$ cat config.mk
export PLATFORM = sky130hd
export DESIGN_NAME = dual_decode
export DESIGN_NICKNAME = d
export VERILOG_FILES = /design/src/decode_ctrl_pkg.sv /design/src/rv_isa_pkg.sv /design/src/decoded_if.sv /design/src/bundle_skid.sv /design/src/dual_decode.sv /design/src/rv_inst_decode.sv
export SDC_FILE = /design/constraint.sdc
export NUM_CORES = 1
export LEC_CHECK = 0
export ABC_CLOCK_PERIOD_IN_PS = 18020
export BUFFER_PORTS_ARGS = -buffer_cell sky130_fd_sc_hd__buf_2
export CAP_MARGIN = 25
export CORE_UTILIZATION = 55
export CTS_CLUSTER_DIAMETER = 60
export CTS_CLUSTER_SIZE = 12
export DETAILED_ROUTE_END_ITERATION = 7
export PLACE_DENSITY = 0.91
export SETUP_SLACK_MARGIN = 0.2
export SLEW_MARGIN = 25
export SYNTH_ARGS = -nofsm -noshare
export SYNTH_HDL_FRONTEND = slang
export SYNTH_SLANG_ARGS = --single-unit
export TNS_END_PERCENT = 5
$ cat constraint.sdc
create_clock -name i_clk -period 18.02 [get_ports i_clk]
set_input_delay 1.802 -clock i_clk [delete_from_list [all_inputs] [get_ports i_clk]]
set_output_delay 1.802 -clock i_clk [all_outputs]
set_load 0.05 [all_outputs]
$ cat src/decode_ctrl_pkg.sv
`default_nettype none

package decode_ctrl_pkg;

    // immediate and packed register addresses
    typedef logic [31:0] xlen_t;
    // {rd, rs2, rs1}, rs1 in the low bits
    typedef logic [14:0] raddr_t;

    // one-hot backend select, bits 3:2 kept for other units
    typedef logic [3:0] pipe_sel_t;
    localparam pipe_sel_t PIPE_XARITH = 4'b0001;
    localparam pipe_sel_t PIPE_XLOGIC = 4'b0010;

    // xarith controls: opsel in 1:0
    typedef logic [4:0] xarith_ctrl_t;
    localparam int XARITH_SUB_BIT      = 2;
    localparam int XARITH_UNSIGNED_BIT = 3;
    localparam int XARITH_WORD_BIT     = 4;
    localparam logic [1:0] XARITH_OP_ADD = 2'd0;
    localparam logic [1:0] XARITH_OP_SLT = 2'd1;

    // xlogic controls: opsel in 2:0
    typedef logic [3:0] xlogic_ctrl_t;
    localparam int XLOGIC_WORD_BIT = 3;
    localparam logic [2:0] XLOGIC_OP_AND = 3'd0;
    localparam logic [2:0] XLOGIC_OP_OR  = 3'd1;
    localparam logic [2:0] XLOGIC_OP_XOR = 3'd2;
    localparam logic [2:0] XLOGIC_OP_SHF = 3'd3;

    // bundle, low to high: legal, raddr, imm, pipe, xarith, xlogic
    localparam int BUNDLE_W = 61;
    typedef logic [BUNDLE_W-1:0] bundle_t;

endpackage

`default_nettype wire

$ cat src/rv_isa_pkg.sv
`default_nettype none

package rv_isa_pkg;

    // raw instruction word and its fields
    typedef logic [31:0] inst_t;
    typedef logic [4:0]  reg_addr_t;
    typedef logic [4:0]  opcode_t;
    typedef logic [2:0]  funct3_t;
    typedef logic [6:0]  funct7_t;

    // lsb position of each field in the word
    localparam int OPC_LSB = 2;
    localparam int RD_LSB  = 7;
    localparam int F3_LSB  = 12;
    localparam int RS1_LSB = 15;
    localparam int RS2_LSB = 20;
    localparam int F7_LSB  = 25;

    // major opcodes, bits 6:2 (bits 1:0 are 2'b11 for 32-bit encodings)
    localparam opcode_t OPC_OP_IMM    = 5'b00100;
    localparam opcode_t OPC_AUIPC     = 5'b00101;
    localparam opcode_t OPC_OP_IMM_32 = 5'b00110;
    localparam opcode_t OPC_OP        = 5'b01100;
    localparam opcode_t OPC_LUI       = 5'b01101;
    localparam opcode_t OPC_OP_32     = 5'b01110;

    // funct3 of the integer groups
    localparam funct3_t F3_ADD  = 3'b000;
    localparam funct3_t F3_SLL  = 3'b001;
    localparam funct3_t F3_SLT  = 3'b010;
    localparam funct3_t F3_SLTU = 3'b011;
    localparam funct3_t F3_XOR  = 3'b100;
    localparam funct3_t F3_SR   = 3'b101;
    localparam funct3_t F3_OR   = 3'b110;
    localparam funct3_t F3_AND  = 3'b111;

    // funct7, alt selects sub / sra
    localparam funct7_t F7_BASE = 7'b0000000;
    localparam funct7_t F7_ALT  = 7'b0100000;

endpackage

`default_nettype wire

$ cat src/decoded_if.sv
`timescale 1ns/10ps
`default_nettype none

interface decoded_if;
    import decode_ctrl_pkg::*;

    // one decoded instruction
    logic         legal;
    raddr_t       raddr;
    xlen_t        imm;
    pipe_sel_t    pipe;
    xarith_ctrl_t xarith;
    xlogic_ctrl_t xlogic;

    // decoder side
    modport producer (output legal, raddr, imm, pipe, xarith, xlogic);
    // bundle packing side
    modport consumer (input legal, raddr, imm, pipe, xarith, xlogic);
endinterface

`default_nettype wire

$ cat src/bundle_skid.sv
`timescale 1ns/10ps
`default_nettype none

module bundle_skid #(
    parameter int WIDTH = 2 * decode_ctrl_pkg::BUNDLE_W
) (
    input  wire              i_clk,
    input  wire              i_rst_n,
    input  wire              i_input_valid,
    output logic             o_input_ready,
    input  wire  [WIDTH-1:0] i_input_data,
    output logic             o_output_valid,
    input  wire              i_output_ready,
    output logic [WIDTH-1:0] o_output_data
);
    // output stage
    logic             out_valid;
    logic [WIDTH-1:0] out_data;
    // overflow stage, used only while the output stalls
    logic             skid_valid;
    logic [WIDTH-1:0] skid_data;

    logic accept;
    logic out_free;

    // ready is the inverted skid flag, so it comes from a flop
    assign accept   = i_input_valid && !skid_valid;
    // output register empty or being taken this edge
    assign out_free = !out_valid || i_output_ready;

    // control flags, i_rst_n high clears them
    always_ff @(posedge i_clk) begin
        if (i_rst_n) begin
            out_valid  <= 1'b0;
            skid_valid <= 1'b0;
        end else if (out_free) begin
            // waiting pair drains first, fetch is held off meanwhile
            out_valid  <= skid_valid || accept;
            skid_valid <= 1'b0;
        end else if (accept) begin
            // output stalled, park the new pair
            skid_valid <= 1'b1;
        end
    end

    // payload
    always_ff @(posedge i_clk) begin
        if (out_free) begin
            out_data <= skid_valid ? skid_data : i_input_data;
        end
        if (accept && !out_free) begin
            skid_data <= i_input_data;
        end
    end

    assign o_input_ready  = !skid_valid;
    assign o_output_valid = out_valid;
    assign o_output_data  = out_data;
endmodule

`default_nettype wire

$ cat src/dual_decode.sv
`timescale 1ns/10ps
`default_nettype none

module dual_decode (
    input  wire                      i_clk,
    input  wire                      i_rst_n,
    // fetch side
    output logic                     o_input_ready,
    input  wire                      i_input_valid,
    input  wire rv_isa_pkg::inst_t   i_inst0,
    input  wire rv_isa_pkg::inst_t   i_inst1,
    // issue side
    input  wire                      i_output_ready,
    output logic                     o_output_valid,
    output decode_ctrl_pkg::bundle_t o_bundle0,
    output decode_ctrl_pkg::bundle_t o_bundle1
);
    import decode_ctrl_pkg::*;

    // one decoded result per slot
    decoded_if slot0_if ();
    decoded_if slot1_if ();

    rv_inst_decode decode0_i (.i_inst(i_inst0), .dec(slot0_if.producer));
    rv_inst_decode decode1_i (.i_inst(i_inst1), .dec(slot1_if.producer));

    bundle_t bundle0_in;
    bundle_t bundle1_in;

    // legal sits in bit 0, xlogic on top
    assign bundle0_in = {slot0_if.consumer.xlogic, slot0_if.consumer.xarith,
                         slot0_if.consumer.pipe, slot0_if.consumer.imm,
                         slot0_if.consumer.raddr, slot0_if.consumer.legal};
    assign bundle1_in = {slot1_if.consumer.xlogic, slot1_if.consumer.xarith,
                         slot1_if.consumer.pipe, slot1_if.consumer.imm,
                         slot1_if.consumer.raddr, slot1_if.consumer.legal};

    // pair moves as one word, slot 1 in the upper half
    logic [2*BUNDLE_W-1:0] pair_out;

    bundle_skid #(
        .WIDTH(2 * BUNDLE_W)
    ) skid_i (
        .i_clk(i_clk),
        .i_rst_n(i_rst_n),
        .i_input_valid(i_input_valid),
        .o_input_ready(o_input_ready),
        .i_input_data({bundle1_in, bundle0_in}),
        .o_output_valid(o_output_valid),
        .i_output_ready(i_output_ready),
        .o_output_data(pair_out)
    );

    assign o_bundle0 = pair_out[BUNDLE_W-1:0];
    assign o_bundle1 = pair_out[2*BUNDLE_W-1:BUNDLE_W];
endmodule

`default_nettype wire

$ cat src/rv_inst_decode.sv
`timescale 1ns/10ps
`default_nettype none

module rv_inst_decode (
    input  wire rv_isa_pkg::inst_t i_inst,
    decoded_if.producer            dec
);
    import rv_isa_pkg::*;
    import decode_ctrl_pkg::*;

    // instruction fields
    opcode_t   opcode;
    funct3_t   funct3;
    funct7_t   funct7;
    reg_addr_t rd;
    reg_addr_t rs1;
    reg_addr_t rs2;

    assign opcode = i_inst[OPC_LSB +: 5];
    assign funct3 = i_inst[F3_LSB +: 3];
    assign funct7 = i_inst[F7_LSB +: 7];
    assign rd     = i_inst[RD_LSB +: 5];
    assign rs1    = i_inst[RS1_LSB +: 5];
    assign rs2    = i_inst[RS2_LSB +: 5];

    // group qualifiers for the four integer opcodes
    logic is_imm;
    logic is_word;
    // rv64 shifts by immediate use a 6-bit shamt, so only funct7[6:1] is checked
    logic f6_base;
    logic f6_shift;
    logic f7_base;
    logic f7_either;

    assign is_imm    = (opcode == OPC_OP_IMM) || (opcode == OPC_OP_IMM_32);
    assign is_word   = (opcode == OPC_OP_IMM_32) || (opcode == OPC_OP_32);
    assign f6_base   = funct7[6:1] == F7_BASE[6:1];
    assign f6_shift  = f6_base || (funct7[6:1] == F7_ALT[6:1]);
    assign f7_base   = funct7 == F7_BASE;
    assign f7_either = f7_base || (funct7 == F7_ALT);

    // decoded controls before the legality gate
    logic         legal;
    pipe_sel_t    pipe;
    xarith_ctrl_t xarith;
    xlogic_ctrl_t xlogic;

    always_comb begin
        legal  = 1'b0;
        pipe   = '0;
        xarith = '0;
        xlogic = '0;

        case (opcode)
            // addi..andi, addiw..sraiw, add..and, addw..sraw
            OPC_OP_IMM, OPC_OP_IMM_32, OPC_OP, OPC_OP_32: begin
                case (funct3)
                    // sub exists only in the register add forms
                    F3_ADD: begin
                        legal = is_imm || f7_either;
                        pipe = PIPE_XARITH;
                        xarith[1:0] = XARITH_OP_ADD;
                        xarith[XARITH_SUB_BIT] = !is_imm && funct7[5];
                        xarith[XARITH_WORD_BIT] = is_word;
                    end
                    // sll / slli / sllw / slliw
                    F3_SLL: begin
                        legal = (is_imm && !is_word) ? f6_base : f7_base;
                        pipe = PIPE_XLOGIC;
                        xlogic[2:0] = XLOGIC_OP_SHF;
                        xlogic[XLOGIC_WORD_BIT] = is_word;
                    end
                    // set-less-than has no word form
                    F3_SLT, F3_SLTU: begin
                        legal = !is_word;
                        pipe = PIPE_XARITH;
                        xarith[1:0] = XARITH_OP_SLT;
                        xarith[XARITH_UNSIGNED_BIT] = funct3[0];
                    end
                    // logical or arithmetic right shifts
                    F3_SR: begin
                        legal = (is_imm && !is_word) ? f6_shift : f7_either;
                        pipe = PIPE_XLOGIC;
                        xlogic[2:0] = XLOGIC_OP_SHF;
                        xlogic[XLOGIC_WORD_BIT] = is_word;
                    end
                    F3_XOR: begin
                        legal = !is_word;
                        pipe = PIPE_XLOGIC;
                        xlogic[2:0] = XLOGIC_OP_XOR;
                    end
                    F3_OR: begin
                        legal = !is_word;
                        pipe = PIPE_XLOGIC;
                        xlogic[2:0] = XLOGIC_OP_OR;
                    end
                    F3_AND: begin
                        legal = !is_word;
                        pipe = PIPE_XLOGIC;
                        xlogic[2:0] = XLOGIC_OP_AND;
                    end
                endcase
            end
            // lui and auipc add imm to zero or pc in xarith
            OPC_LUI, OPC_AUIPC: begin
                legal = 1'b1;
                pipe = PIPE_XARITH;
                xarith[1:0] = XARITH_OP_ADD;
            end
            // anything else is not handled here
            default: begin
                legal = 1'b0;
            end
        endcase

        // illegal encodings carry no backend controls
        if (!legal) begin
            pipe   = '0;
            xarith = '0;
            xlogic = '0;
        end
    end

    // immediate per format
    xlen_t imm;

    always_comb begin
        case (opcode)
            // sign-extended i-type
            OPC_OP_IMM, OPC_OP_IMM_32: imm = {{20{i_inst[31]}}, i_inst[31:20]};
            // u-type with the low 12 bits clear
            OPC_LUI, OPC_AUIPC: imm = {i_inst[31:12], 12'b0};
            default: imm = '0;
        endcase
    end

    // register addresses come straight from the word
    assign dec.raddr  = {rd, rs2, rs1};
    assign dec.imm    = imm;
    assign dec.legal  = legal;
    assign dec.pipe   = pipe;
    assign dec.xarith = xarith;
    assign dec.xlogic = xlogic;
endmodule

`default_nettype wire

==> results of run 1 <==
## flip-flops by register name, indices dropped and copies added (netlist names)
name,flops
skid_i.o_output_valid,1
skid_i.o_output_data,114
skid_i.skid_data,114
skid_i.skid_valid,1
## cell type report
| type | instances | area (sq um) |
|---|---|---|
| flip-flops and latches | 230 | 6890 |
| fillers | 1137 | 5510 |
| multi-input cells | 329 | 2320 |
| repair buffers | 187 | 960 |
| clock buffers | 30 | 602 |
| well taps | 220 | 275 |
| inverters | 6 | 22.5 |
| clock inverters | 1 | 11.3 |
## worst min path at each step
stage	from	endpoint	slack, ns	depth (start not counted)
6_report	skid_i.skid_data[87]	skid_i.o_output_data[87]	0.52	2
3_3_place_gp	skid_i.skid_data[54]	skid_i.o_output_data[54]	0.50	2
3_5_place_dp	skid_i.skid_data[55]	skid_i.o_output_data[55]	0.51	2
2_1_floorplan	skid_i.skid_data[119]	skid_i.o_output_data[119]	0.49	2
4_1_cts	skid_i.skid_data[116]	skid_i.o_output_data[116]	0.53	2
5_1_grt	skid_i.skid_data[15]	skid_i.o_output_data[15]	0.55	1
## through the flow
stage	power [mW]	utilization	setup slack [ns]	std cells
finish	1.18	0.668	13.97	1003
global route	1.21	0.668	13.74	1003
CTS	1.19	0.668	14.02	1003
detailed placement	0.781	0.631	13.60	972
global placement	0.777	0.631	13.65	972
floorplan	0.745	-	4.11	602
## cell families after synthesis
| group | count (synthesis) |
|---|---|
| buffers and inverters | 43 |
| AOI/OAI and AO/OA | 45 |
| other | 1 |
| muxes | 93 |
| DFF | 230 |
| and+or+nand+nor | 183 |
## worst max-delay path, stage by stage
cell and delay (ns):
sky130_fd_sc_hd__buf_2 0.12, sky130_fd_sc_hd__or3b_2 0.51, sky130_fd_sc_hd__nor2_1 0.67, sky130_fd_sc_hd__nand2_1 0.71, sky130_fd_sc_hd__o21ai_0 0.38, sky130_fd_sc_hd__mux2_2 0.22
## power groups by stage
stage | registers, mW | logic, mW | clock network, mW
finish | 0.625 | 0.145 | 0.409
global route | 0.627 | 0.152 | 0.436
CTS | 0.625 | 0.146 | 0.418
detailed placement | 0.636 | 0.145 | 0
global placement | 0.635 | 0.142 | 0
floorplan | 0.710 | 0.0345 | 0
## placed cells by master, fill, tap and decap left out, types with 3 or more instances in the layout
master,n
sky130_fd_sc_hd__clkbuf_1,7
sky130_fd_sc_hd__o21ai_0,5
sky130_fd_sc_hd__edfxtp_1,228
sky130_fd_sc_hd__clkbuf_16,23
sky130_fd_sc_hd__inv_1,5
sky130_fd_sc_hd__buf_4,7
sky130_fd_sc_hd__o31ai_1,17
sky130_fd_sc_hd__conb_1,8
sky130_fd_sc_hd__nand2b_1,3
sky130_fd_sc_hd__mux2_2,92
sky130_fd_sc_hd__nand3_1,3
sky130_fd_sc_hd__nor2b_1,3
sky130_fd_sc_hd__nor3_1,4
sky130_fd_sc_hd__buf_2,179
sky130_fd_sc_hd__nand2_1,102
sky130_fd_sc_hd__and2_1,21
sky130_fd_sc_hd__a21oi_1,7
sky130_fd_sc_hd__nor2_1,27
sky130_fd_sc_hd__o21a_1,3
## per-layer routing
layer  vias up  GRT usage  part of all wire
met5         -          0                 0
met2       269      0.364              0.50
met3        38     0.0442             0.079
met4         0     0.0709             0.023
li1       2565          -                 -
met1      2742      0.275              0.40
==> summary.txt, run 1 <==
PWR
------------------------------------------------------------------------------------------
Internal Dissipation                                                                881 uW
Combinational fraction of design power                                               0.123
Cell area power density                                                        107 nW/um^2
Part of the power in the clock network                                               0.347
Switching power total                                                               298 uW
Switching Fraction                                                                   0.253
Pleak                                                                              4.51 nW
Part of the power in registers                                                       0.530
Maximum vdd drop                                                               0.0000824 V

HOLD PATH
------------------------------------------------------------------------------------------
Class of the most critical hold timing path                                     reg -> reg

LOGIC SYNTHESIS
------------------------------------------------------------------------------------------
Synthesized area divided by synthesized cell count                              15.7 sq um
Synth area leaders                                                            sky130_fd_sc_hd__edfxtp_1 73%, sky130_fd_sc_hd__mux2_2 11%, sky130_fd_sc_hd__nand2_1 4.1%
Share of synthesized cell area in full adder, half adder and majority cells              0
Count of yosys warnings during synthesis                                                 0
Top cell types by occurrence after synthesis                                  228 x sky130_fd_sc_hd__edfxtp_1, 102 x sky130_fd_sc_hd__nand2_1, 92 x sky130_fd_sc_hd__mux2_2
Register bit total from synthesis                                                      230
Dominant combinational cell family by area after synthesis                    multiplexers
Share of flip-flops with an asynchronous set or reset after synthesis                    0
Post-synthesis xor/xnor area fraction                                                    0
Yosys top cell by area                                                        sky130_fd_sc_hd__edfxtp_1
Fraction of the yosys area taken by sequential cells                                 0.738
Share of cell area taken by muxes after synthesis                                    0.112
Number of enable-type register cells in the synthesized netlist                        228
Post-synthesis compound-gate area fraction                                          0.0370
Most instantiated library cell after synthesis                                sky130_fd_sc_hd__edfxtp_1
Unique masters post-synth                                                               45
Simple-gate share of the synthesized area                                           0.0906
Fraction of post-synthesis cell area in the top cell type by area                    0.734
Most instantiated flip-flop cell in the synthesis netlist                     sky130_fd_sc_hd__edfxtp_1
Number of standard cells after synthesis                                               595
Mapped Area                                                                     9330 sq um

TIMING
------------------------------------------------------------------------------------------
Final-report hold violation count                                                        0
Worst slew margin relative to its limit                                              0.373
Maximum clock frequency                                                            247 MHz
Worst Tran Pin Value                                                              0.941 ns
Clock skew after layout                                                          0.0168 ns
Final Cycle Share                                                                    0.225
Final critical delay including setup and external delays                           4.05 ns
Setup TNS after final layout                                                          0 ns
Final worst hold slack                                                            0.520 ns
Max-slew violation count                                                                 0
Count of final setup violators                                                           0
Unrepaired setup endpoints after global routing                                      false

CLOCK NETWORK
------------------------------------------------------------------------------------------
Buffer depth of the longest clock path                                                   3
Resize count post-CTS                                                                    0
Setup Fix Bufs, Post-CTS                                                                 0
CTS tree                                                                               yes
Cts bufs inserted                                                                       23
Maximum level of the CTS H-tree                                                          1
Clock latency of the later-clocked register in the worst-skew pair                 0.50 ns
Library cell used as clock root buffer                                        sky130_fd_sc_hd__clkbuf_16
CTS clock-pin slew for the worst setup and hold paths                              0.06 ns
Clk sink count                                                                         230
Hold_buf cts                                                                             0

WORST SETUP PATH
------------------------------------------------------------------------------------------
Capturing element type of the critical path                                      flip-flop
Minimum setup slack among reg-to-reg paths                                        15.71 ns
Type of origin of the critical path                                           primary input
Path type of the worst setup path                                                in -> reg
Worst reg2reg endpoint                                                        skid_i.o_output_data[94]
Data arrival time of the critical path                                             4.41 ns
Critical path launch point                                                      i_inst0[2]
Worst Reg-to-Reg Cells                                                                   4
Required time at the endpoint of the critical path                                18.38 ns
Crit path max fanout                                                                    21
Reg-to-reg startpoint                                                         skid_i.skid_valid
Endpoint of the worst setup timing path                                       skid_i.o_output_data[30]

ROUTING
------------------------------------------------------------------------------------------
DRC violation count after routing                                                        0
Average wire length per cell after detail routing                                  18.7 um
Vias                                                                                  5614
Average via count per standard cell                                                   5.60
Wire length after detailed routing                                                18800 um
1st-pass router iterations                                                               5
Antenna Violating Nets Remaining                                                         0
Drt initial violations                                                                 457

GLOBAL ROUTING
------------------------------------------------------------------------------------------
Overflow after GRT                                                                       0
Number of global-route vias before repair                                             5756
Global-route wire length before repair                                            29500 um
Maximum number of pins on one net before global-route repair                            81
Number of antenna violations at the first check in global routing                        0
Global routing usage summed across all routing layers                                0.214

PLACE
------------------------------------------------------------------------------------------
Routability cong.                                                                    0.797
Placed Area                                                                    10500 sq um
Post-DP HPWL                                                                      11600 um
IO buf count                                                                           179

FLOORPLAN
------------------------------------------------------------------------------------------
Number of standard-cell rows in the floorplan                                           47
Starting utilization of the core area                                                0.563
Die area                                                                       17500 sq um
Die outline height                                                                  132 um
Boundary pin count                                                                     192
Horizontal extent of the die                                                        132 um
Std-Cell Core Area                                                             16600 sq um

CELLS AND AREA
------------------------------------------------------------------------------------------
Fraction of layout instances using a drive strength above 1                          0.406
Finished Cell Area                                                             11100 sq um
Number of diodes added for antenna fixing                                                0
Final Net Count                                                                        845
Synthesis-to-finish area growth                                                      18.6%

RUN
------------------------------------------------------------------------------------------
Reported max-cap violation count                                                         0

RUN STATUS
------------------------------------------------------------------------------------------
Outcome                                                                       finished, final reports clean

No activity file was read; power rests on OpenSTA's default activity.
==> run 2: changes to the inputs <==
--- a/config.mk
+++ b/config.mk
@@ -5,14 +5,14 @@
 export SDC_FILE = /design/constraint.sdc
 export NUM_CORES = 1
 export LEC_CHECK = 0
-export ABC_CLOCK_PERIOD_IN_PS = 18020
+export ABC_CLOCK_PERIOD_IN_PS = 3400
 export BUFFER_PORTS_ARGS = -buffer_cell sky130_fd_sc_hd__buf_2
 export CAP_MARGIN = 25
-export CORE_UTILIZATION = 55
+export CORE_UTILIZATION = 49
 export CTS_CLUSTER_DIAMETER = 60
 export CTS_CLUSTER_SIZE = 12
 export DETAILED_ROUTE_END_ITERATION = 7
-export PLACE_DENSITY = 0.91
+export PLACE_DENSITY = 0.86
 export SETUP_SLACK_MARGIN = 0.2
 export SLEW_MARGIN = 25
 export SYNTH_ARGS = -nofsm -noshare
==> constraint.sdc (replaced) <==
create_clock -name i_clk -period 3.4 [get_ports i_clk]
set_input_delay 0.34 -clock i_clk [delete_from_list [all_inputs] [get_ports i_clk]]
set_output_delay 0.34 -clock i_clk [all_outputs]
set_load 0.05 [all_outputs]
==> run 2 against run 1 <==
Compared with the run above: critical path depth is 3 lower; final cell count is 2.0% higher; first-iteration DRC count is 9.4% lower; combinational power grew to 5.4 times the previous value; register-to-register slack worse by 14 ns; routed wire length is 0.92% higher; non-clock buffer count is 5 higher; clock power grew to 5.4 times the previous value; count of clock-buffer cells in the layout stayed put; clock skew is 0.0060 ns lower.
==> summary.txt, run 2 (synthesized netlist as in run 1, its figures left out) <==
CELLS AND AREA
---------------------------------------------------------------------------------
Fraction of layout instances using a drive strength above 1                 0.411   +0.00452
Commonest cells after routing, fill and taps aside                   228 x sky130_fd_sc_hd__edfxtp_1, 179 x sky130_fd_sc_hd__buf_2, 102 x sky130_fd_sc_hd__nand2_1, 92 x sky130_fd_sc_hd__mux2_2, 27 x sky130_fd_sc_hd__nor2_1
Final Net Count                                                               850   +0.59%
Number of diodes added for antenna fixing                                       0   unchanged
Most common cell after layout, fill and taps aside                   sky130_fd_sc_hd__edfxtp_1
Finished Cell Area                                                    11200 sq um   +0.90%
Synthesis-to-finish area growth                                             19.7%

PWR
---------------------------------------------------------------------------------
Switching Fraction                                                          0.257   +0.00390
Maximum vdd drop                                                       0.000405 V   +390%
Part of the power in registers                                              0.526   -0.004
Combinational fraction of design power                                      0.123   about the same
Part of the power in the clock network                                      0.351   +0.004
Switching power total                                                     1.62 mW   +440%
Pleak                                                                     4.55 nW   +0.84%
Internal Dissipation                                                      4.68 mW   +430%
Cell area power density                                               563 nW/um^2   +430%

ROUTING
---------------------------------------------------------------------------------
Drt initial violations                                                        414   -9.4%
Vias                                                                         5594   -0.36%
Wire length after detailed routing                                       19000 um   +0.92%
1st-pass router iterations                                                      5   unchanged
DRC violation count after routing                                               0   unchanged
Average via count per standard cell                                          5.47   -2.3%
Average wire length per cell after detail routing                         18.5 um   -1.1%
Antenna Violating Nets Remaining                                                0   unchanged

GLOBAL ROUTING
---------------------------------------------------------------------------------
Global-route wire length before repair                                   29700 um   +0.77%
Overflow after GRT                                                              0   unchanged
Global routing usage summed across all routing layers                       0.192   -0.0215
Number of global-route vias before repair                                    5574   -3.2%
Number of antenna violations at the first check in global routing               0   unchanged
Maximum number of pins on one net before global-route repair                   73   -9.9%

WORST SETUP PATH
---------------------------------------------------------------------------------
Count of buffer and inverter cells on the critical path                         3   +2
Required time at the endpoint of the critical path                        3.06 ns   -15.32 ns
Delay of the slowest critical-path stage                                  0.64 ns   -0.07 ns
Data arrival time of the critical path                                    2.11 ns   -2.30 ns
Capturing element type of the critical path                          primary output
Slowest stage cell on the critical path                              sky130_fd_sc_hd__inv_2
Delay-heaviest family, CP                                            buffers and inverters
Crit path max fanout                                                           37   +76%
Ordered list of cells on the worst path                              inv_2 > buf_12 > buf_2
Type of origin of the critical path                                     flip-flop
Path type of the worst setup path                                      reg -> out

PLACE
---------------------------------------------------------------------------------
Post-Place Setup Slack                                                   0.840 ns   -12.76 ns
IO buf count                                                                  179   unchanged
Routability cong.                                                           0.773   -3.1%
Post-DP HPWL                                                             11700 um   +0.89%
Placed Area                                                           10500 sq um   +0.81%

CLOCK NETWORK
---------------------------------------------------------------------------------
Clock latency of the later-clocked register in the worst-skew pair        0.50 ns   about the same
Resize count post-CTS                                                           0   unchanged
Hold_buf cts                                                                    1   +1
CTS clock-pin slew for the worst setup and hold paths                     0.06 ns   about the same
Cts bufs inserted                                                              23   unchanged
Setup Fix Bufs, Post-CTS                                                        0   unchanged
Clk sink count                                                                230   unchanged
CTS tree                                                                      yes
Library cell used as clock root buffer                               sky130_fd_sc_hd__clkbuf_16
Buffer depth of the longest clock path                                          3   unchanged
Maximum level of the CTS H-tree                                                 1   unchanged

FLOORPLAN
---------------------------------------------------------------------------------
Std-Cell Core Area                                                    18700 sq um   +13%
Number of standard-cell rows in the floorplan                                  50   +6.4%
Die area                                                              19600 sq um   +12%
Horizontal extent of the die                                               140 um   +5.9%
Die outline height                                                         140 um   +5.9%
Boundary pin count                                                            192   unchanged
Starting utilization of the core area                                       0.499   -0.0639

TIMING
---------------------------------------------------------------------------------
Post-route setup slack                                                   0.952 ns   -13.02 ns
Unrepaired setup endpoints after global routing                             false
Clock skew after layout                                                 0.0108 ns   -0.00598 ns
Count of final setup violators                                                  0   unchanged
Final critical delay including setup and external delays                  2.45 ns
Setup TNS after final layout                                                 0 ns   unchanged
Final worst hold slack                                                  0.0307 ns   -0.490 ns
Final-report hold violation count                                               0   unchanged
Maximum clock frequency                                                   408 MHz
Worst Tran Pin Value                                                     0.890 ns   -0.0508 ns
Max-slew violation count                                                        0   unchanged
Final Cycle Share                                                           0.720
Worst slew margin relative to its limit                                     0.406   +0.0339

HOLD PATH
---------------------------------------------------------------------------------
Class of the most critical hold timing path                             in -> reg

RUN
---------------------------------------------------------------------------------
Reported max-cap violation count                                                0   unchanged

RUN STATUS
---------------------------------------------------------------------------------
Outcome                                                              finished, final reports clean

-- run 2: metrics by stage --
stage,cells,power (mW),util
2_1_floorplan,602,3.93,-
3_3_place_gp,990,4.13,0.564
3_5_place_dp,990,4.14,0.564
4_1_cts,1023,6.37,0.597
5_1_grt,1023,6.50,0.597
6_report,1023,6.30,0.597
-- run 2: area by class of cell --
type / instances / area (sq um)
inverters: 6 / 22.5
flip-flops and latches: 230 / 6890
repair buffers: 192 / 1020
well taps: 234 / 293
multi-input cells: 329 / 2320
clock inverters: 2 / 20.0
clock buffers: 30 / 602
fillers: 1412 / 7530
-- run 2: final timing paths --
kind / startpoint / to / slack, ns / cells after the start
hold reg to reg: skid_i.skid_data[58] / skid_i.o_output_data[58] / 0.52 / 2
setup reg to reg: skid_i.o_output_valid / skid_i.skid_data[97] / 1.35 / 3
setup / recovery: skid_i.skid_valid / o_input_ready / 0.95 / 3
hold / removal: i_inst0[11] / skid_i.skid_data[15] / 0.03 / 1
-- run 2: power by group through the flow --
| stage | sequential [mW] | combinational (mW) | clock, mW |
|---|---|---|---|
| 6_report | 3.31 | 0.777 | 2.21 |
| 4_1_cts | 3.31 | 0.780 | 2.28 |
| 2_1_floorplan | 3.75 | 0.184 | 0 |
| 3_5_place_dp | 3.37 | 0.777 | 0 |
| 5_1_grt | 3.32 | 0.813 | 2.37 |
| 3_3_place_gp | 3.37 | 0.766 | 0 |
-- run 2: layer usage --
metal  part of all wire  up-vias  global-route usage
met5                  0        -                   0
met3              0.077       31              0.0434
met1               0.41     2750               0.252
li1                   -     2577                   -
met2               0.49      236               0.325
met4              0.020        0              0.0497
==> run 3: changes to the inputs <==
--- a/config.mk
+++ b/config.mk
@@ -5,14 +5,15 @@
 export SDC_FILE = /design/constraint.sdc
 export NUM_CORES = 1
 export LEC_CHECK = 0
-export ABC_CLOCK_PERIOD_IN_PS = 3400
+export ABC_AREA = 1
+export ABC_CLOCK_PERIOD_IN_PS = 2300
 export BUFFER_PORTS_ARGS = -buffer_cell sky130_fd_sc_hd__buf_2
 export CAP_MARGIN = 25
-export CORE_UTILIZATION = 49
+export CORE_UTILIZATION = 55
 export CTS_CLUSTER_DIAMETER = 60
 export CTS_CLUSTER_SIZE = 12
 export DETAILED_ROUTE_END_ITERATION = 7
-export PLACE_DENSITY = 0.86
+export PLACE_DENSITY = 0.91
 export SETUP_SLACK_MARGIN = 0.2
 export SLEW_MARGIN = 25
 export SYNTH_ARGS = -nofsm -noshare
==> constraint.sdc (replaced) <==
create_clock -name i_clk -period 2.3 [get_ports i_clk]
set_input_delay 0.23 -clock i_clk [delete_from_list [all_inputs] [get_ports i_clk]]
set_output_delay 0.23 -clock i_clk [all_outputs]
set_load 0.05 [all_outputs]
==> run 3 against run 2 <==
Compared with the run above: global-route usage rose by 4.6 points; setup slack lost 0.64 ns; sequential share of layout area shrank 2.9 points; power rose by 51%; die area is 7.9% lower; clock power grew 52%; routed wire length increased by 14%; critical endpoint unchanged; largest cell class unchanged.
==> summary.txt, run 3 <==
RUN STATUS
------------------------------------------------------------------------------------
Outcome                                                                 finished, final reports clean

TIMING
------------------------------------------------------------------------------------
Final critical delay including setup and external delays                     1.99 ns
Setup TNS after final layout                                                    0 ns   unchanged
Unrepaired setup endpoints after global routing                                false
Count of final setup violators                                                     0   unchanged
Maximum clock frequency                                                      503 MHz
Worst slew margin relative to its limit                                        0.551   +0.145
Worst Tran Pin Value                                                        0.673 ns   -0.217 ns
Final worst hold slack                                                     0.0864 ns   +0.0558 ns
Clock skew after layout                                                    0.0136 ns   +0.00275 ns
Final Cycle Share                                                              0.864
Final-report hold violation count                                                  0   unchanged
Max-slew violation count                                                           0   unchanged

LOGIC SYNTHESIS
------------------------------------------------------------------------------------
Register bit total from synthesis                                                230   unchanged
Fraction of the yosys area taken by sequential cells                           0.715   -0.0230
Synthesized area divided by synthesized cell count                        11.6 sq um   -26%
Unique masters post-synth                                                         31   -31%
Yosys top cell by area                                                  sky130_fd_sc_hd__edfxtp_1
Most instantiated library cell after synthesis                          sky130_fd_sc_hd__nand2_1
Count of yosys warnings during synthesis                                           0   unchanged
Number of standard cells after synthesis                                         827   +39%
Number of enable-type register cells in the synthesized netlist                  228   unchanged
Fraction of post-synthesis cell area in the top cell type by area              0.711   -0.0229
Synth area leaders                                                      sky130_fd_sc_hd__edfxtp_1 71%, sky130_fd_sc_hd__nand2_1 12%, sky130_fd_sc_hd__o21ai_2 3.4%
Most instantiated flip-flop cell in the synthesis netlist               sky130_fd_sc_hd__edfxtp_1
Share of flip-flops with an asynchronous set or reset after synthesis              0   unchanged
Mapped Area                                                               9630 sq um   +3.2%
Top cell types by occurrence after synthesis                            301 x sky130_fd_sc_hd__nand2_1, 228 x sky130_fd_sc_hd__edfxtp_1, 49 x sky130_fd_sc_hd__inv_1

FLOORPLAN
------------------------------------------------------------------------------------
Number of standard-cell rows in the floorplan                                     48   -4.0%
Starting utilization of the core area                                          0.561   +0.0619
Boundary pin count                                                               192   unchanged
Die outline height                                                            134 um   -4.0%
Die area                                                                 18000 sq um   -7.9%
Horizontal extent of the die                                                  134 um   -4.0%
Std-Cell Core Area                                                       17200 sq um   -8.2%

ROUTING
------------------------------------------------------------------------------------
Wire length after detailed routing                                          21500 um   +14%
Average via count per standard cell                                             5.29   -3.3%
Antenna Violating Nets Remaining                                                   0   unchanged
DRC violation count after routing                                                  0   unchanged
Average wire length per cell after detail routing                            16.9 um   -8.8%
Vias                                                                            6733   +20%
Drt initial violations                                                           608   +47%
1st-pass router iterations                                                         5   unchanged

WORST SETUP PATH
------------------------------------------------------------------------------------
Slowest stage cell on the critical path                                 sky130_fd_sc_hd__dfxtp_4
Type of origin of the critical path                                        flip-flop
Levels on crit path                                                                3   unchanged
Delay of the slowest critical-path stage                                     0.35 ns   -0.29 ns
Count of buffer and inverter cells on the critical path                            3   unchanged
Minimum setup slack among reg-to-reg paths                                   0.67 ns   -0.68 ns
Worst Reg-to-Reg Cells                                                             4   +1
Delay-heaviest family, CP                                               buffers and inverters
Required time at the endpoint of the critical path                           2.07 ns   -0.99 ns
Ordered list of cells on the worst path                                 clkinv_2 > buf_4 > buf_2
Data arrival time of the critical path                                       1.76 ns   -0.35 ns
Crit path max fanout                                                              22   -41%
Path type of the worst setup path                                         reg -> out
Capturing element type of the critical path                             primary output

PWR
------------------------------------------------------------------------------------
Combinational fraction of design power                                         0.129   +0.006
Internal Dissipation                                                         6.95 mW   +48%
Pleak                                                                        5.11 nW   +12%
Part of the power in the clock network                                         0.355   +0.004
Maximum vdd drop                                                          0.000642 V   +59%
Switching Fraction                                                             0.267   +0.0104
Cell area power density                                                  808 nW/um^2   +43%
Part of the power in registers                                                 0.516   -0.010
Switching power total                                                        2.53 mW   +57%

PLACE
------------------------------------------------------------------------------------
Routability cong.                                                              0.876   +13%
Post-DP HPWL                                                                13400 um   +15%
IO buf count                                                                     179   unchanged

GLOBAL ROUTING
------------------------------------------------------------------------------------
Global-route wire length before repair                                      33300 um   +12%
Global routing usage summed across all routing layers                          0.239   +0.0464
Maximum number of pins on one net before global-route repair                      80   +9.6%
Number of global-route vias before repair                                       6501   +17%
Number of antenna violations at the first check in global routing                  0   unchanged
Overflow after GRT                                                                 0   unchanged

CLOCK NETWORK
------------------------------------------------------------------------------------
Maximum level of the CTS H-tree                                                    1   unchanged
Clock latency of the later-clocked register in the worst-skew pair           0.51 ns   about the same
Cts bufs inserted                                                                 23   unchanged
Clk sink count                                                                   230   unchanged
CTS tree                                                                         yes
Library cell used as clock root buffer                                  sky130_fd_sc_hd__clkbuf_16
CTS clock-pin slew for the worst setup and hold paths                        0.06 ns   about the same
Buffer depth of the longest clock path                                             3   unchanged
Resize count post-CTS                                                              0   unchanged

CELLS AND AREA
------------------------------------------------------------------------------------
Final Net Count                                                                 1106   +30%
Synthesis-to-finish area growth                                                21.8%
Fraction of layout instances using a drive strength above 1                    0.290   -0.121
Fill cell total of the finished layout                                          1182   -16%
Number of diodes added for antenna fixing                                          0   unchanged
Commonest cells after routing, fill and taps aside                      300 x sky130_fd_sc_hd__nand2_1, 228 x sky130_fd_sc_hd__edfxtp_1, 179 x sky130_fd_sc_hd__buf_2, 49 x sky130_fd_sc_hd__inv_1, 40 x sky130_fd_sc_hd__nor2_1
Final cell utilization of the core                                             0.683   +0.0857
Most common cell after layout, fill and taps aside                      sky130_fd_sc_hd__nand2_1

RUN
------------------------------------------------------------------------------------
Reported max-cap violation count                                                   0   unchanged

HOLD PATH
------------------------------------------------------------------------------------
Cells on Worst Hold Path                                                           3   +2
Class of the most critical hold timing path                                in -> reg

run 3: cell types whose count changed after synthesis, moves of 17 or more:
cell / change
sky130_fd_sc_hd__o21ai_0: +24
sky130_fd_sc_hd__o21ai_2: +37
sky130_fd_sc_hd__and2_1: -21
sky130_fd_sc_hd__inv_1: +43
sky130_fd_sc_hd__o31ai_1: -17
sky130_fd_sc_hd__nor2_2: +18
sky130_fd_sc_hd__nand2_1: +199
sky130_fd_sc_hd__mux2_2: -92
run 3: path summary, 6_finish.rpt:
check                             endpoint                  from
setup / recovery             o_input_ready     skid_i.skid_valid
hold / removal       skid_i.o_output_valid         i_input_valid
setup reg to reg      skid_i.skid_data[92]     skid_i.skid_valid
hold reg to reg   skid_i.o_output_data[99]  skid_i.skid_data[99]
run 3: cells by family after synthesis:
family,Yosys count,share of synthesized area
simple gates,409,0.180
flops,230,0.715
buf+inv,104,0.0465
compound gates,83,0.0586
other cells,1,0.000389
run 3: stage by stage:
stage / power (mW) / setup WS, ns / instance area [sq um] / instances
6_report: 9.48 / 0.312 / 11700 / 1273
5_1_grt: 9.77 / 0.237 / 11700 / 1273
4_1_cts: 9.53 / 0.309 / 11700 / 1273
3_5_place_dp: 6.16 / 0.454 / 10800 / 1207
3_3_place_gp: 6.12 / 0.534 / 10800 / 1207
2_1_floorplan: 5.84 / -0.834 / 9690 / 834
run 3: power groups by stage:
stage,Clock (mW),Sequential [mW],Combinational (mW)
5_1_grt,3.57,4.91,1.29
4_1_cts,3.41,4.90,1.22
6_report,3.36,4.89,1.22
3_5_place_dp,0,4.98,1.17
2_1_floorplan,0,5.54,0.299
3_3_place_gp,0,4.97,1.15
run 3: final cells by class:
class / instances / area, sq um / share of cell area
flip-flops and latches: 230 / 6890 / 0.588
multi-input cells: 500 / 2350 / 0.200
repair buffers: 222 / 1330 / 0.114
clock buffers: 33 / 613 / 0.0522
well taps: 225 / 282 / 0.0240
inverters: 61 / 230 / 0.0196
clock inverters: 2 / 31.3 / 0.00267
run 3: timing repair:
item / CTS / global route
hold endpoints to repair: 38 / 0
hold buffers: 31 / 0
buffers inserted: 0 / 0
run 3: worst reg2reg max path, cell delays in order (launching register included):
cell                       delay (ns)
sky130_fd_sc_hd__dfxtp_4         0.35
sky130_fd_sc_hd__clkinv_2        0.24
sky130_fd_sc_hd__nand2_1         0.15
sky130_fd_sc_hd__nor2_4          0.19
sky130_fd_sc_hd__buf_12          0.31
run 3: routing by layer:
metal	vias up	global-route usage	part of all wire
met5	-	0	0
li1	3181	-	-
met4	0	0.0718	0.026
met2	320	0.413	0.50
met1	3181	0.313	0.40
met3	51	0.0355	0.072
